--- src/nr_pbch_pkg.sv ---
`default_nettype none

package nr_pbch_pkg;

    // cell identity 0..1007 and the eight SSB index candidates
    localparam int unsigned N_ID_W = 10;
    localparam int unsigned NUM_IBAR = 8;
    localparam int unsigned IBAR_W = 3;

    // Gold sequence generator per 38.211 section 5.2.1
    localparam int unsigned GOLD_NC = 1600;
    localparam int unsigned LFSR_W = 31;

    // one PBCH symbol as seen by the detector
    localparam int unsigned NUM_SC = 256;
    localparam int unsigned PILOT_SPACING = 4;
    localparam int unsigned NUM_PILOTS = 64;
    localparam int unsigned PILOT_IDX_W = 6;

    // two bits per pilot give a correlation score of 0..128
    localparam int unsigned SCORE_W = 8;

    typedef logic [LFSR_W-1:0] lfsr_t;

    // phases of the DMRS sequence build that follows a new cell ID
    typedef enum logic [2:0] {
        SEQ_IDLE,
        SEQ_LOAD,
        SEQ_SKIP,
        SEQ_GEN,
        SEQ_DONE
    } seq_phase_e;

endpackage

`default_nettype wire

--- src/pbch_stream_pkg.sv ---
`default_nettype none

package pbch_stream_pkg;

    // width of one IQ component
    localparam int unsigned SAMPLE_W = 16;

    // bit position within the 128 generated Gold bits
    localparam int unsigned BIT_IDX_W = nr_pbch_pkg::PILOT_IDX_W + 1;

    // frequency domain sample with the imaginary part in the upper half
    typedef struct packed {
        logic signed [SAMPLE_W-1:0] im;
        logic signed [SAMPLE_W-1:0] re;
    } iq_sample_t;

    // hard demodulated pilot, bit 1 from the real part and bit 0 from the imaginary part
    typedef struct packed {
        logic [1:0]                         bits;
        logic [nr_pbch_pkg::PILOT_IDX_W-1:0] idx;
        logic                               valid;
    } pilot_beat_t;

    // broadcast from the sequence controller to every correlation lane
    typedef struct packed {
        logic [nr_pbch_pkg::N_ID_W-1:0] n_id;
        nr_pbch_pkg::seq_phase_e        phase;
        logic                           x1;
        logic [BIT_IDX_W-1:0]           bit_idx;
    } seq_ctrl_t;

    typedef struct packed {
        logic [nr_pbch_pkg::IBAR_W-1:0]  ibar;
        logic [nr_pbch_pkg::SCORE_W-1:0] score;
    } ibar_result_t;

endpackage

`default_nettype wire

--- src/dmrs_seq_ctrl.sv ---
`timescale 1ns/10ps
`default_nettype none

module dmrs_seq_ctrl (
    input  logic                             clk_i,
    input  logic                             reset_ni,
    input  logic [nr_pbch_pkg::N_ID_W-1:0]   n_id_i,
    input  logic                             n_id_valid_i,
    output pbch_stream_pkg::seq_ctrl_t       seq_ctrl_o,
    output logic [nr_pbch_pkg::N_ID_W-1:0]   n_id_o,
    output logic                             dmrs_ready_o
);

    nr_pbch_pkg::seq_phase_e                          phase_q;
    logic [nr_pbch_pkg::N_ID_W-1:0]                   n_id_q;
    logic [$clog2(nr_pbch_pkg::GOLD_NC)-1:0]          skip_cnt_q;
    logic [pbch_stream_pkg::BIT_IDX_W-1:0]            bit_cnt_q;
    nr_pbch_pkg::lfsr_t                               x1_q;
    nr_pbch_pkg::lfsr_t                               x1_next;

    // x1(n+31) = x1(n+3) + x1(n), the oldest bit sits at position 0
    assign x1_next = {x1_q[3] ^ x1_q[0], x1_q[nr_pbch_pkg::LFSR_W-1:1]};

    // the lanes step their own x2 on exactly the same edges as x1 below
    always_ff @(posedge clk_i) begin
        if (!reset_ni) begin
            phase_q    <= nr_pbch_pkg::SEQ_IDLE;
            n_id_q     <= '0;
            skip_cnt_q <= '0;
            bit_cnt_q  <= '0;
            x1_q       <= nr_pbch_pkg::lfsr_t'(1);
        end else if (n_id_valid_i) begin
            // a new cell ID always restarts the whole build
            phase_q <= nr_pbch_pkg::SEQ_LOAD;
            n_id_q  <= n_id_i;
        end else begin
            case (phase_q)
                nr_pbch_pkg::SEQ_LOAD: begin
                    x1_q       <= nr_pbch_pkg::lfsr_t'(1);
                    skip_cnt_q <= '0;
                    phase_q    <= nr_pbch_pkg::SEQ_SKIP;
                end
                nr_pbch_pkg::SEQ_SKIP: begin
                    x1_q <= x1_next;
                    if (skip_cnt_q == nr_pbch_pkg::GOLD_NC - 1) begin
                        bit_cnt_q <= '0;
                        phase_q   <= nr_pbch_pkg::SEQ_GEN;
                    end else begin
                        skip_cnt_q <= skip_cnt_q + 1'b1;
                    end
                end
                nr_pbch_pkg::SEQ_GEN: begin
                    // each of these cycles hands c(bit_cnt_q) to the lanes
                    x1_q <= x1_next;
                    if (bit_cnt_q == 2 * nr_pbch_pkg::NUM_PILOTS - 1) begin
                        phase_q <= nr_pbch_pkg::SEQ_DONE;
                    end else begin
                        bit_cnt_q <= bit_cnt_q + 1'b1;
                    end
                end
                default: begin
                    phase_q <= phase_q;
                end
            endcase
        end
    end

    always_comb begin
        seq_ctrl_o.n_id    = n_id_q;
        seq_ctrl_o.phase   = phase_q;
        seq_ctrl_o.x1      = x1_q[0];
        seq_ctrl_o.bit_idx = bit_cnt_q;
    end

    assign n_id_o       = n_id_q;
    assign dmrs_ready_o = (phase_q == nr_pbch_pkg::SEQ_DONE);

    // stored pilots stay valid until the next cell ID
    a_done_holds: assert property (
        @(posedge clk_i) disable iff (!reset_ni)
        (phase_q == nr_pbch_pkg::SEQ_DONE && !n_id_valid_i)
            |=> (phase_q == nr_pbch_pkg::SEQ_DONE)
    );

endmodule

`default_nettype wire

--- src/pbch_pilot_extract.sv ---
`timescale 1ns/10ps
`default_nettype none

module pbch_pilot_extract (
    input  logic                             clk_i,
    input  logic                             reset_ni,
    input  logic [nr_pbch_pkg::N_ID_W-1:0]   n_id_i,
    input  logic                             dmrs_ready_i,
    input  logic                             result_pending_i,
    input  logic                             pbch_start_i,
    input  pbch_stream_pkg::iq_sample_t      sample_i,
    input  logic                             sample_valid_i,
    output logic                             sample_ready_o,
    output pbch_stream_pkg::pilot_beat_t     pilot_o,
    output logic                             sym_clear_o,
    output logic                             sym_done_o
);

    logic                                    active_q;
    logic [$clog2(nr_pbch_pkg::NUM_SC)-1:0]  sc_q;
    logic [nr_pbch_pkg::PILOT_IDX_W:0]       pil_cnt_q;
    logic                                    pilot_vld_q;
    logic [1:0]                              pilot_bits_q;
    logic [nr_pbch_pkg::PILOT_IDX_W-1:0]     pilot_idx_q;
    logic                                    clear_q;
    logic                                    done_q;
    logic                                    start_ok;
    logic                                    accept;
    logic                                    is_pilot;
    logic                                    last_sc;

    assign start_ok = pbch_start_i && dmrs_ready_i && !active_q && !result_pending_i;
    assign accept   = sample_valid_i && active_q;
    assign last_sc  = accept && (sc_q == nr_pbch_pkg::NUM_SC - 1);

    // pilots sit on every fourth subcarrier, shifted by N_id mod 4
    assign is_pilot = (sc_q % nr_pbch_pkg::PILOT_SPACING) ==
                      (n_id_i % nr_pbch_pkg::PILOT_SPACING);

    always_ff @(posedge clk_i) begin
        if (!reset_ni) begin
            active_q    <= 1'b0;
            sc_q        <= '0;
            pil_cnt_q   <= '0;
            pilot_vld_q <= 1'b0;
            clear_q     <= 1'b0;
            done_q      <= 1'b0;
        end else begin
            clear_q     <= start_ok;
            done_q      <= last_sc;
            pilot_vld_q <= accept && is_pilot;
            if (start_ok) begin
                active_q  <= 1'b1;
                sc_q      <= '0;
                pil_cnt_q <= '0;
            end else if (accept) begin
                sc_q <= sc_q + 1'b1;
                if (is_pilot) begin
                    pil_cnt_q <= pil_cnt_q + 1'b1;
                end
                if (last_sc) begin
                    active_q <= 1'b0;
                end
            end
        end
    end

    // hard decision keeps only the sign of each component
    always_ff @(posedge clk_i) begin
        if (accept && is_pilot) begin
            pilot_bits_q <= {sample_i.re[pbch_stream_pkg::SAMPLE_W-1],
                             sample_i.im[pbch_stream_pkg::SAMPLE_W-1]};
            pilot_idx_q  <= pil_cnt_q[nr_pbch_pkg::PILOT_IDX_W-1:0];
        end
    end

    always_comb begin
        pilot_o.bits  = pilot_bits_q;
        pilot_o.idx   = pilot_idx_q;
        pilot_o.valid = pilot_vld_q;
    end

    assign sample_ready_o = active_q;
    assign sym_clear_o    = clear_q;
    assign sym_done_o     = done_q;

    // the pilot count must stay within one symbol's pilots for any N_id offset
    a_pilot_idx_range: assert property (
        @(posedge clk_i) disable iff (!reset_ni)
        (accept && is_pilot) |-> (pil_cnt_q < nr_pbch_pkg::NUM_PILOTS)
    );

endmodule

`default_nettype wire

--- src/dmrs_corr_lane.sv ---
`timescale 1ns/10ps
`default_nettype none

module dmrs_corr_lane #(
    parameter int unsigned LANE_IBAR = 0
) (
    input  logic                              clk_i,
    input  logic                              reset_ni,
    input  pbch_stream_pkg::seq_ctrl_t        seq_ctrl_i,
    input  pbch_stream_pkg::pilot_beat_t      pilot_i,
    input  logic                              sym_clear_i,
    output logic [nr_pbch_pkg::SCORE_W-1:0]   score_o
);

    nr_pbch_pkg::lfsr_t                  x2_q;
    nr_pbch_pkg::lfsr_t                  x2_next;
    nr_pbch_pkg::lfsr_t                  ibar_p1;
    nr_pbch_pkg::lfsr_t                  n_div4_p1;
    nr_pbch_pkg::lfsr_t                  c_init;
    logic [1:0]                          mem_q [nr_pbch_pkg::NUM_PILOTS];
    logic                                hi_q;
    logic                                gold_bit;
    logic [1:0]                          ref_bits;
    logic [1:0]                          match_cnt;
    logic [nr_pbch_pkg::SCORE_W-1:0]     score_q;

    // c_init = (ibar+1)(N_id/4+1) * 2^11 + (ibar+1) * 2^6 + N_id mod 4
    assign ibar_p1   = nr_pbch_pkg::lfsr_t'(LANE_IBAR + 1);
    assign n_div4_p1 = nr_pbch_pkg::lfsr_t'(seq_ctrl_i.n_id[nr_pbch_pkg::N_ID_W-1:2]) +
                       nr_pbch_pkg::lfsr_t'(1);
    assign c_init    = ((ibar_p1 * n_div4_p1) << 11) + (ibar_p1 << 6) +
                       nr_pbch_pkg::lfsr_t'(seq_ctrl_i.n_id[1:0]);

    // x2(n+31) = x2(n+3) + x2(n+2) + x2(n+1) + x2(n)
    assign x2_next  = {x2_q[3] ^ x2_q[2] ^ x2_q[1] ^ x2_q[0],
                       x2_q[nr_pbch_pkg::LFSR_W-1:1]};
    assign gold_bit = seq_ctrl_i.x1 ^ x2_q[0];

    // the even bit waits in hi_q so a whole pilot is written on the odd bit
    always_ff @(posedge clk_i) begin
        case (seq_ctrl_i.phase)
            nr_pbch_pkg::SEQ_LOAD: begin
                x2_q <= c_init;
            end
            nr_pbch_pkg::SEQ_SKIP: begin
                x2_q <= x2_next;
            end
            nr_pbch_pkg::SEQ_GEN: begin
                x2_q <= x2_next;
                if (!seq_ctrl_i.bit_idx[0]) begin
                    hi_q <= gold_bit;
                end else begin
                    mem_q[seq_ctrl_i.bit_idx[pbch_stream_pkg::BIT_IDX_W-1:1]] <=
                        {hi_q, gold_bit};
                end
            end
            default: begin
                x2_q <= x2_q;
            end
        endcase
    end

    assign ref_bits  = mem_q[pilot_i.idx];
    assign match_cnt = {1'b0, ~(ref_bits[1] ^ pilot_i.bits[1])} +
                       {1'b0, ~(ref_bits[0] ^ pilot_i.bits[0])};

    always_ff @(posedge clk_i) begin
        if (!reset_ni) begin
            score_q <= '0;
        end else if (sym_clear_i) begin
            score_q <= '0;
        end else if (pilot_i.valid) begin
            score_q <= score_q + {{(nr_pbch_pkg::SCORE_W-2){1'b0}}, match_cnt};
        end
    end

    assign score_o = score_q;

    // at most two matches per pilot and one beat per pilot index in a symbol
    a_score_range: assert property (
        @(posedge clk_i) disable iff (!reset_ni)
        score_q <= 2 * nr_pbch_pkg::NUM_PILOTS
    );

endmodule

`default_nettype wire

--- src/ibar_select.sv ---
`timescale 1ns/10ps
`default_nettype none

module ibar_select (
    input  logic                                                  clk_i,
    input  logic                                                  reset_ni,
    input  logic [nr_pbch_pkg::NUM_IBAR-1:0][nr_pbch_pkg::SCORE_W-1:0] scores_i,
    input  logic                                                  sym_done_i,
    output pbch_stream_pkg::ibar_result_t                         result_o,
    output logic                                                  result_valid_o,
    input  logic                                                  result_ready_i,
    output logic                                                  result_pending_o
);

    pbch_stream_pkg::ibar_result_t  best;
    pbch_stream_pkg::ibar_result_t  result_q;
    logic                           done_d_q;
    logic                           valid_q;

    // strict compare keeps the lowest index on a tie
    always_comb begin
        best.ibar  = '0;
        best.score = scores_i[0];
        for (int i = 1; i < nr_pbch_pkg::NUM_IBAR; i++) begin
            if (scores_i[i] > best.score) begin
                best.ibar  = i[nr_pbch_pkg::IBAR_W-1:0];
                best.score = scores_i[i];
            end
        end
    end

    // the last pilot lands in the lane scores one cycle after sym_done_i
    always_ff @(posedge clk_i) begin
        if (!reset_ni) begin
            done_d_q <= 1'b0;
            valid_q  <= 1'b0;
        end else begin
            done_d_q <= sym_done_i;
            if (done_d_q) begin
                valid_q <= 1'b1;
            end else if (result_ready_i) begin
                valid_q <= 1'b0;
            end
        end
    end

    always_ff @(posedge clk_i) begin
        if (done_d_q) begin
            result_q <= best;
        end
    end

    assign result_o         = result_q;
    assign result_valid_o   = valid_q;
    assign result_pending_o = sym_done_i || done_d_q || valid_q;

    a_result_stable: assert property (
        @(posedge clk_i) disable iff (!reset_ni)
        (valid_q && !result_ready_i) |=> (valid_q && $stable(result_q))
    );

endmodule

`default_nettype wire

--- src/pbch_dmrs_detect.sv ---
`timescale 1ns/10ps
`default_nettype none

module pbch_dmrs_detect (
    input  logic                             clk_i,
    input  logic                             reset_ni,
    input  logic [nr_pbch_pkg::N_ID_W-1:0]   n_id_i,
    input  logic                             n_id_valid_i,
    input  logic                             pbch_start_i,
    input  pbch_stream_pkg::iq_sample_t      sample_i,
    input  logic                             sample_valid_i,
    output logic                             sample_ready_o,
    output logic                             dmrs_ready_o,
    output pbch_stream_pkg::ibar_result_t    result_o,
    output logic                             result_valid_o,
    input  logic                             result_ready_i
);

    pbch_stream_pkg::seq_ctrl_t                                seq_ctrl;
    pbch_stream_pkg::pilot_beat_t                              pilot;
    logic [nr_pbch_pkg::N_ID_W-1:0]                            n_id;
    logic                                                      sym_clear;
    logic                                                      sym_done;
    logic                                                      result_pending;
    logic [nr_pbch_pkg::NUM_IBAR-1:0][nr_pbch_pkg::SCORE_W-1:0] scores;

    dmrs_seq_ctrl u_seq_ctrl (
        .clk_i        (clk_i),
        .reset_ni     (reset_ni),
        .n_id_i       (n_id_i),
        .n_id_valid_i (n_id_valid_i),
        .seq_ctrl_o   (seq_ctrl),
        .n_id_o       (n_id),
        .dmrs_ready_o (dmrs_ready_o)
    );

    pbch_pilot_extract u_pilot_extract (
        .clk_i            (clk_i),
        .reset_ni         (reset_ni),
        .n_id_i           (n_id),
        .dmrs_ready_i     (dmrs_ready_o),
        .result_pending_i (result_pending),
        .pbch_start_i     (pbch_start_i),
        .sample_i         (sample_i),
        .sample_valid_i   (sample_valid_i),
        .sample_ready_o   (sample_ready_o),
        .pilot_o          (pilot),
        .sym_clear_o      (sym_clear),
        .sym_done_o       (sym_done)
    );

    // one lane per SSB index candidate
    for (genvar g = 0; g < nr_pbch_pkg::NUM_IBAR; g++) begin : gen_lane
        dmrs_corr_lane #(
            .LANE_IBAR (g)
        ) u_lane (
            .clk_i       (clk_i),
            .reset_ni    (reset_ni),
            .seq_ctrl_i  (seq_ctrl),
            .pilot_i     (pilot),
            .sym_clear_i (sym_clear),
            .score_o     (scores[g])
        );
    end

    ibar_select u_select (
        .clk_i            (clk_i),
        .reset_ni         (reset_ni),
        .scores_i         (scores),
        .sym_done_i       (sym_done),
        .result_o         (result_o),
        .result_valid_o   (result_valid_o),
        .result_ready_i   (result_ready_i),
        .result_pending_o (result_pending)
    );

endmodule

`default_nettype wire

--- config.mk ---
export PLATFORM = sky130hd
export DESIGN_NAME = pbch_dmrs_detect
export DESIGN_NICKNAME = d
export VERILOG_FILES = /design/src/nr_pbch_pkg.sv /design/src/pbch_stream_pkg.sv /design/src/dmrs_seq_ctrl.sv /design/src/pbch_pilot_extract.sv /design/src/dmrs_corr_lane.sv /design/src/ibar_select.sv /design/src/pbch_dmrs_detect.sv
export SDC_FILE = /design/constraint.sdc
export NUM_CORES = 2
export LEC_CHECK = 0
export BUFFER_PORTS_ARGS = -buffer_cell sky130_fd_sc_hd__buf_2
export CAP_MARGIN = 25
export CORE_ASPECT_RATIO = 2
export CORE_UTILIZATION = 30
export CTS_CLUSTER_SIZE = 40
export DETAILED_ROUTE_END_ITERATION = 12
export GPL_ROUTABILITY_DRIVEN = 0
export PLACE_DENSITY_LB_ADDON = 0.3
export SYNTH_ARGS = -nofsm -noshare
export SYNTH_HDL_FRONTEND = slang
export SYNTH_HIERARCHICAL = 1
export SYNTH_SLANG_ARGS = --single-unit
--- constraint.sdc ---
create_clock -name clk_i -period 29.5 [get_ports clk_i]
set_clock_uncertainty 0.1 [all_clocks]
set_input_delay 2.95 -clock clk_i [delete_from_list [all_inputs] [get_ports clk_i]]
set_output_delay 2.95 -clock clk_i [all_outputs]
set_load 0.005 [all_outputs]
==> reports/results.md <==
• **outcome** finished clean
• **# Max-Cap Violations** 0
• **worst setup slack for register-to-register paths** 14010 ps
• **fin. max-slew vios** 0
• **Detail Route Antenna Nets** 0
• **area of the placeable core** 217400 µm²
• **number of CTS-inserted buffers** 121
• **length of the first detailed-routing pass in iterations** 6
• **antenna violations before repair** 7
• **proportion of netlist area held by the largest area contributor** 59.38%
• **smallest hold slack** 354.6 ps
• **Die X** 332.9 µm
• **proportion of layout cells with a drive suffix above 1** 12.66%
• **critical path's top delay family** compound AO/OA/AOI/OAI gates
• **source of the worst hold timing path** u_seq_ctrl/x1_q[10]
• **setup tns final** 0 ps
• **synthesized cell area** 65690 µm²
• **Hold Buf Count CTS** 0
• **clock network fraction of total power** 41.1%
• **post-cts resize count** 0
• **wire length of the first global-routing pass** 240.5 mm
• **hold endpoint** u_seq_ctrl/x1_q[10]
• **overall fraction of global-route tracks in use** 14.05%
• **number of filler cells placed in the layout** 21130
• **setup repair after global routing missed its margin** no
• **biggest fanout along the worst timing path** 18
• **post-detailed-route via-to-cell ratio** 5.003
• **largest stage delay on the critical path** 850 ps
• **number of global-route vias before repair** 40430
• **largest vdd supply drop** 54.13 µV
• **final worst path period share** 52.50%
• **area added between synthesis and finish** 11.07%
• **sequential fraction of design power** 56.1%
• **Total Die Area** 221000 µm²
• **Root Driver** sky130_fd_sc_hd__clkbuf_16
• **power per unit of standard cell area** 55.19 nW/µm²
• **detailed router's first-iteration violation count** 2374
• **DPL Wire Length** 100.6 mm
• **Internal Dissipation** 3177 µW
• **number of setup violations in the final report** 0
• **kind of launch point of the worst setup path** flop
• **Arrival @ worst endpoint** 15870 ps
• **Mapped Cells** 4711
• **average footprint of a synthesized cell** 13.94 µm²
• **critical-path cell with the highest stage delay** sky130_fd_sc_hd__mux2i_1
• **commonest cells after routing, fill and taps aside** 1299 x sky130_fd_sc_hd__edfxtp_1, 759 x sky130_fd_sc_hd__nor2_1, 298 x sky130_fd_sc_hd__nand2_1
• **static leakage power** 0.02275 µW
• **kind of critical path** reg -> reg
• **most frequent standard cell in the layout excluding fill and tap cells** sky130_fd_sc_hd__edfxtp_1
• **Worst Max-Slew Pin Slew** 1074 ps
• **highest attainable clock frequency** 64.56 MHz
• **buffers inserted during post-CTS setup optimization** 0
• **count of boundary I/O pins** 62
• **portion of the post-synthesis area used by sequential elements** 63.83%
• **detailed-route via count** 38100
• **standard-cell row count** 242
• **average wire per standard cell** 20.63 µm
• **Comb pwr share** 2.8%
• **effective utilization at floorplan** 30.22%
• **Final Hold Viols** 0
• **hold-critical path depth** 2
• **number of flops mapped to enable cells by yosys** 1299
• **pin count of the biggest net entering global routing** 118
• **DRC violations left** 0
• **number of storage elements in the synthesis netlist** 1445
• **Crit path buffers/inverters** 5
• **Net Switching** 850.6 µW
• **remaining global-route overflow** 0
• **quantity of I/O buffers inserted on ports** 31
• **leading cell types by total area after synthesis** sky130_fd_sc_hd__edfxtp_1 59%, sky130_fd_sc_hd__mux4_2 6.1%, sky130_fd_sc_hd__dfxtp_1 4.4%, sky130_fd_sc_hd__nor2_1 4.4%, sky130_fd_sc_hd__mux4_1 2.4%
• **worst reg-to-reg path cell count** 63
• **headroom to the max-slew limit** 26.37%
• **Syn. warnings** 6
• **utilization after layout** 33.56%
• **most used flip-flop cell after synthesis** sky130_fd_sc_hd__edfxtp_1
• **total number of nets in the final design** 4878
• **clock slew at reported path FFs** 70 ps
• **Tmin final** 15490 ps
• **Sw Ratio** 21.12%
• **Synth area leader** sky130_fd_sc_hd__edfxtp_1
• **endpoint of the worst-slack reg-to-reg timing path** u_select/result_o[10]
• **cell repeated most along the worst path** sky130_fd_sc_hd__a21oi_1
• **number of clock sinks seen by CTS** 1445
• **reg-to-reg critical path startpoint** gen_lane[0].u_lane/score_o[2]
• **path class of the lowest-slack min-delay path** reg -> reg
• **kind of end point of the critical path** flop
• **Required @ worst endpoint** 29880 ps
• **height of the die** 663.8 µm
• **clock tree from TritonCTS** yes
• **clock insertion delay at the later pin of the skew report** 760 ps
• **Max H-tree Level** 3
• **Synth cell types** 112
• **aggregate routed wire length** 157.2 mm
• **clock buffer depth** 3
• **Mapped Nets** 4892
• **proportion of register bits with asynchronous set or reset after synthesis** 0%
## cells in the mapped netlist, types with 13 or more instances
library cell	count
sky130_fd_sc_hd__buf_2	52
sky130_fd_sc_hd__or3_1	28
sky130_fd_sc_hd__xnor2_1	69
sky130_fd_sc_hd__mux2_2	39
sky130_fd_sc_hd__buf_6	18
sky130_fd_sc_hd__dfxtp_1	146
sky130_fd_sc_hd__nand2b_1	48
sky130_fd_sc_hd__nor2_1	767
sky130_fd_sc_hd__ha_1	121
sky130_fd_sc_hd__buf_1	20
sky130_fd_sc_hd__o22ai_1	21
sky130_fd_sc_hd__mux4_1	60
sky130_fd_sc_hd__a211oi_1	13
sky130_fd_sc_hd__nand4_1	52
sky130_fd_sc_hd__mux4_2	178
sky130_fd_sc_hd__o21ai_0	98
sky130_fd_sc_hd__nor4_1	17
sky130_fd_sc_hd__a31oi_1	15
sky130_fd_sc_hd__clkbuf_1	121
sky130_fd_sc_hd__a21oi_1	107
sky130_fd_sc_hd__nor3_1	29
sky130_fd_sc_hd__edfxtp_1	1299
sky130_fd_sc_hd__nand2_1	298
sky130_fd_sc_hd__and3_1	32
sky130_fd_sc_hd__a21boi_0	24
sky130_fd_sc_hd__o31ai_1	25
sky130_fd_sc_hd__xor2_1	95
sky130_fd_sc_hd__a22oi_1	21
sky130_fd_sc_hd__nor2b_1	79
sky130_fd_sc_hd__buf_4	26
sky130_fd_sc_hd__inv_1	82
sky130_fd_sc_hd__nand3_1	146
sky130_fd_sc_hd__mux2i_1	114
sky130_fd_sc_hd__and2_1	145
sky130_fd_sc_hd__a21o_1	20
sky130_fd_sc_hd__nand3b_1	44
sky130_fd_sc_hd__or3b_2	13
## worst max-delay path by stage
stage / from / slack [ps] / cells after the start / endpoint
finish: gen_lane[0].u_lane/score_o[2] / 14010 / 63 / u_select/result_o[10]
global route: gen_lane[0].u_lane/score_o[2] / 12900 / 60 / u_select/result_o[10]
CTS: gen_lane[0].u_lane/score_o[2] / 13640 / 61 / u_select/result_o[10]
detailed placement: gen_lane[0].u_lane/score_o[2] / 13690 / 61 / u_select/result_o[10]
global placement: gen_lane[0].u_lane/score_o[2] / 13760 / 61 / u_select/result_o[10]
floorplan: gen_lane[0].u_lane/score_o[2] / 16740 / 66 / u_select/result_o[2]
## kinds of logic (layout without fill, tap and decap cells)
kind of cell               count (synthesis)  after routing  share of synthesized area, %
and+or+nand+nor                         1758           1758                         12.76
muxes                                    394            394                         10.99
other                                      0              6                             0
AOI/OAI and AO/OA                        486            486                         5.025
DFF                                     1445           1445                         63.83
buffers and inverters                    330            423                         2.527
xor gates and xnor gates                 164            164                         2.187
adders and majority gates                134            134                         2.686
## power groups by stage
stage,Clock [µW],Combinational (µW),Sequential (µW)
global route,1770,126,2260
global placement,0,111,2300
detailed placement,0,113,2300
CTS,1710,114,2260
floorplan,0,76.7,2300
finish,1660,111,2260
## layer usage
layer  vias to the layer above  share of wire, %  track usage [%]
li1                      17670                 -                -
met1                     19480                36            14.46
met2                       695                57            28.34
met3                       260               3.7            1.547
met4                         2               3.4            5.307
met5                         -            0.0083                0
## worst register-to-register path: cells and delay by family (launching register included)
kind / cells / cell delay [ps]
muxes: 1 / 850
and+or+nand+nor: 20 / 4220
adders and majority gates: 7 / 1880
AOI/OAI and AO/OA: 30 / 6780
buffers and inverters: 5 / 940
DFF: 1 / 460
## through the flow
step | instances | area (µm²) | power, µW | setup WS (ps)
floorplan | 4711 | 65690 | 2380 | 16740
global placement | 7377 | 68850 | 2415 | 13760
detailed placement | 7378 | 68870 | 2418 | 13690
CTS | 7608 | 72910 | 4082 | 13640
global route | 7611 | 72950 | 4158 | 12900
finish | 7616 | 72970 | 4027 | 14010
## area by class of cell
class	count	area [µm²]	area share [%]
inverter	83	311.5	0.4270
sequential	1445	41940	57.48
antenna	6	15.01	0.02058
clock inverter	67	671.9	0.9208
clock buffer	163	3377	4.628
tap	2806	3511	4.812
timing repair buffer	110	838.3	1.149
multi-input combinational	2936	22300	30.56
## flip-flops by register name (all words and copies together), names as in the netlist
register,cells
u_pilot_extract/sym_clear_o,1
u_pilot_extract/pilot_bits_q,2
gen_lane.u_lane/mem_q,1024
u_pilot_extract/pilot_idx_q,6
u_pilot_extract/sample_ready_o,1
u_pilot_extract/pil_cnt_q,6
u_select/result_valid_o,1
gen_lane.u_lane/score_o,64
u_pilot_extract/pilot_vld_q,1
u_pilot_extract/sc_q,8
gen_lane.u_lane/x2_q,248
gen_lane.u_lane/hi_q,8
u_select/done_d_q,1
u_seq_ctrl/skip_cnt_q,11
u_select/result_o,11
u_pilot_extract/sym_done_o,1
u_seq_ctrl/bit_cnt_q,7
u_seq_ctrl/phase_q,3
u_seq_ctrl/x1_q,31
u_seq_ctrl/n_id_o,10
Power figures use the tool's default switching activity.
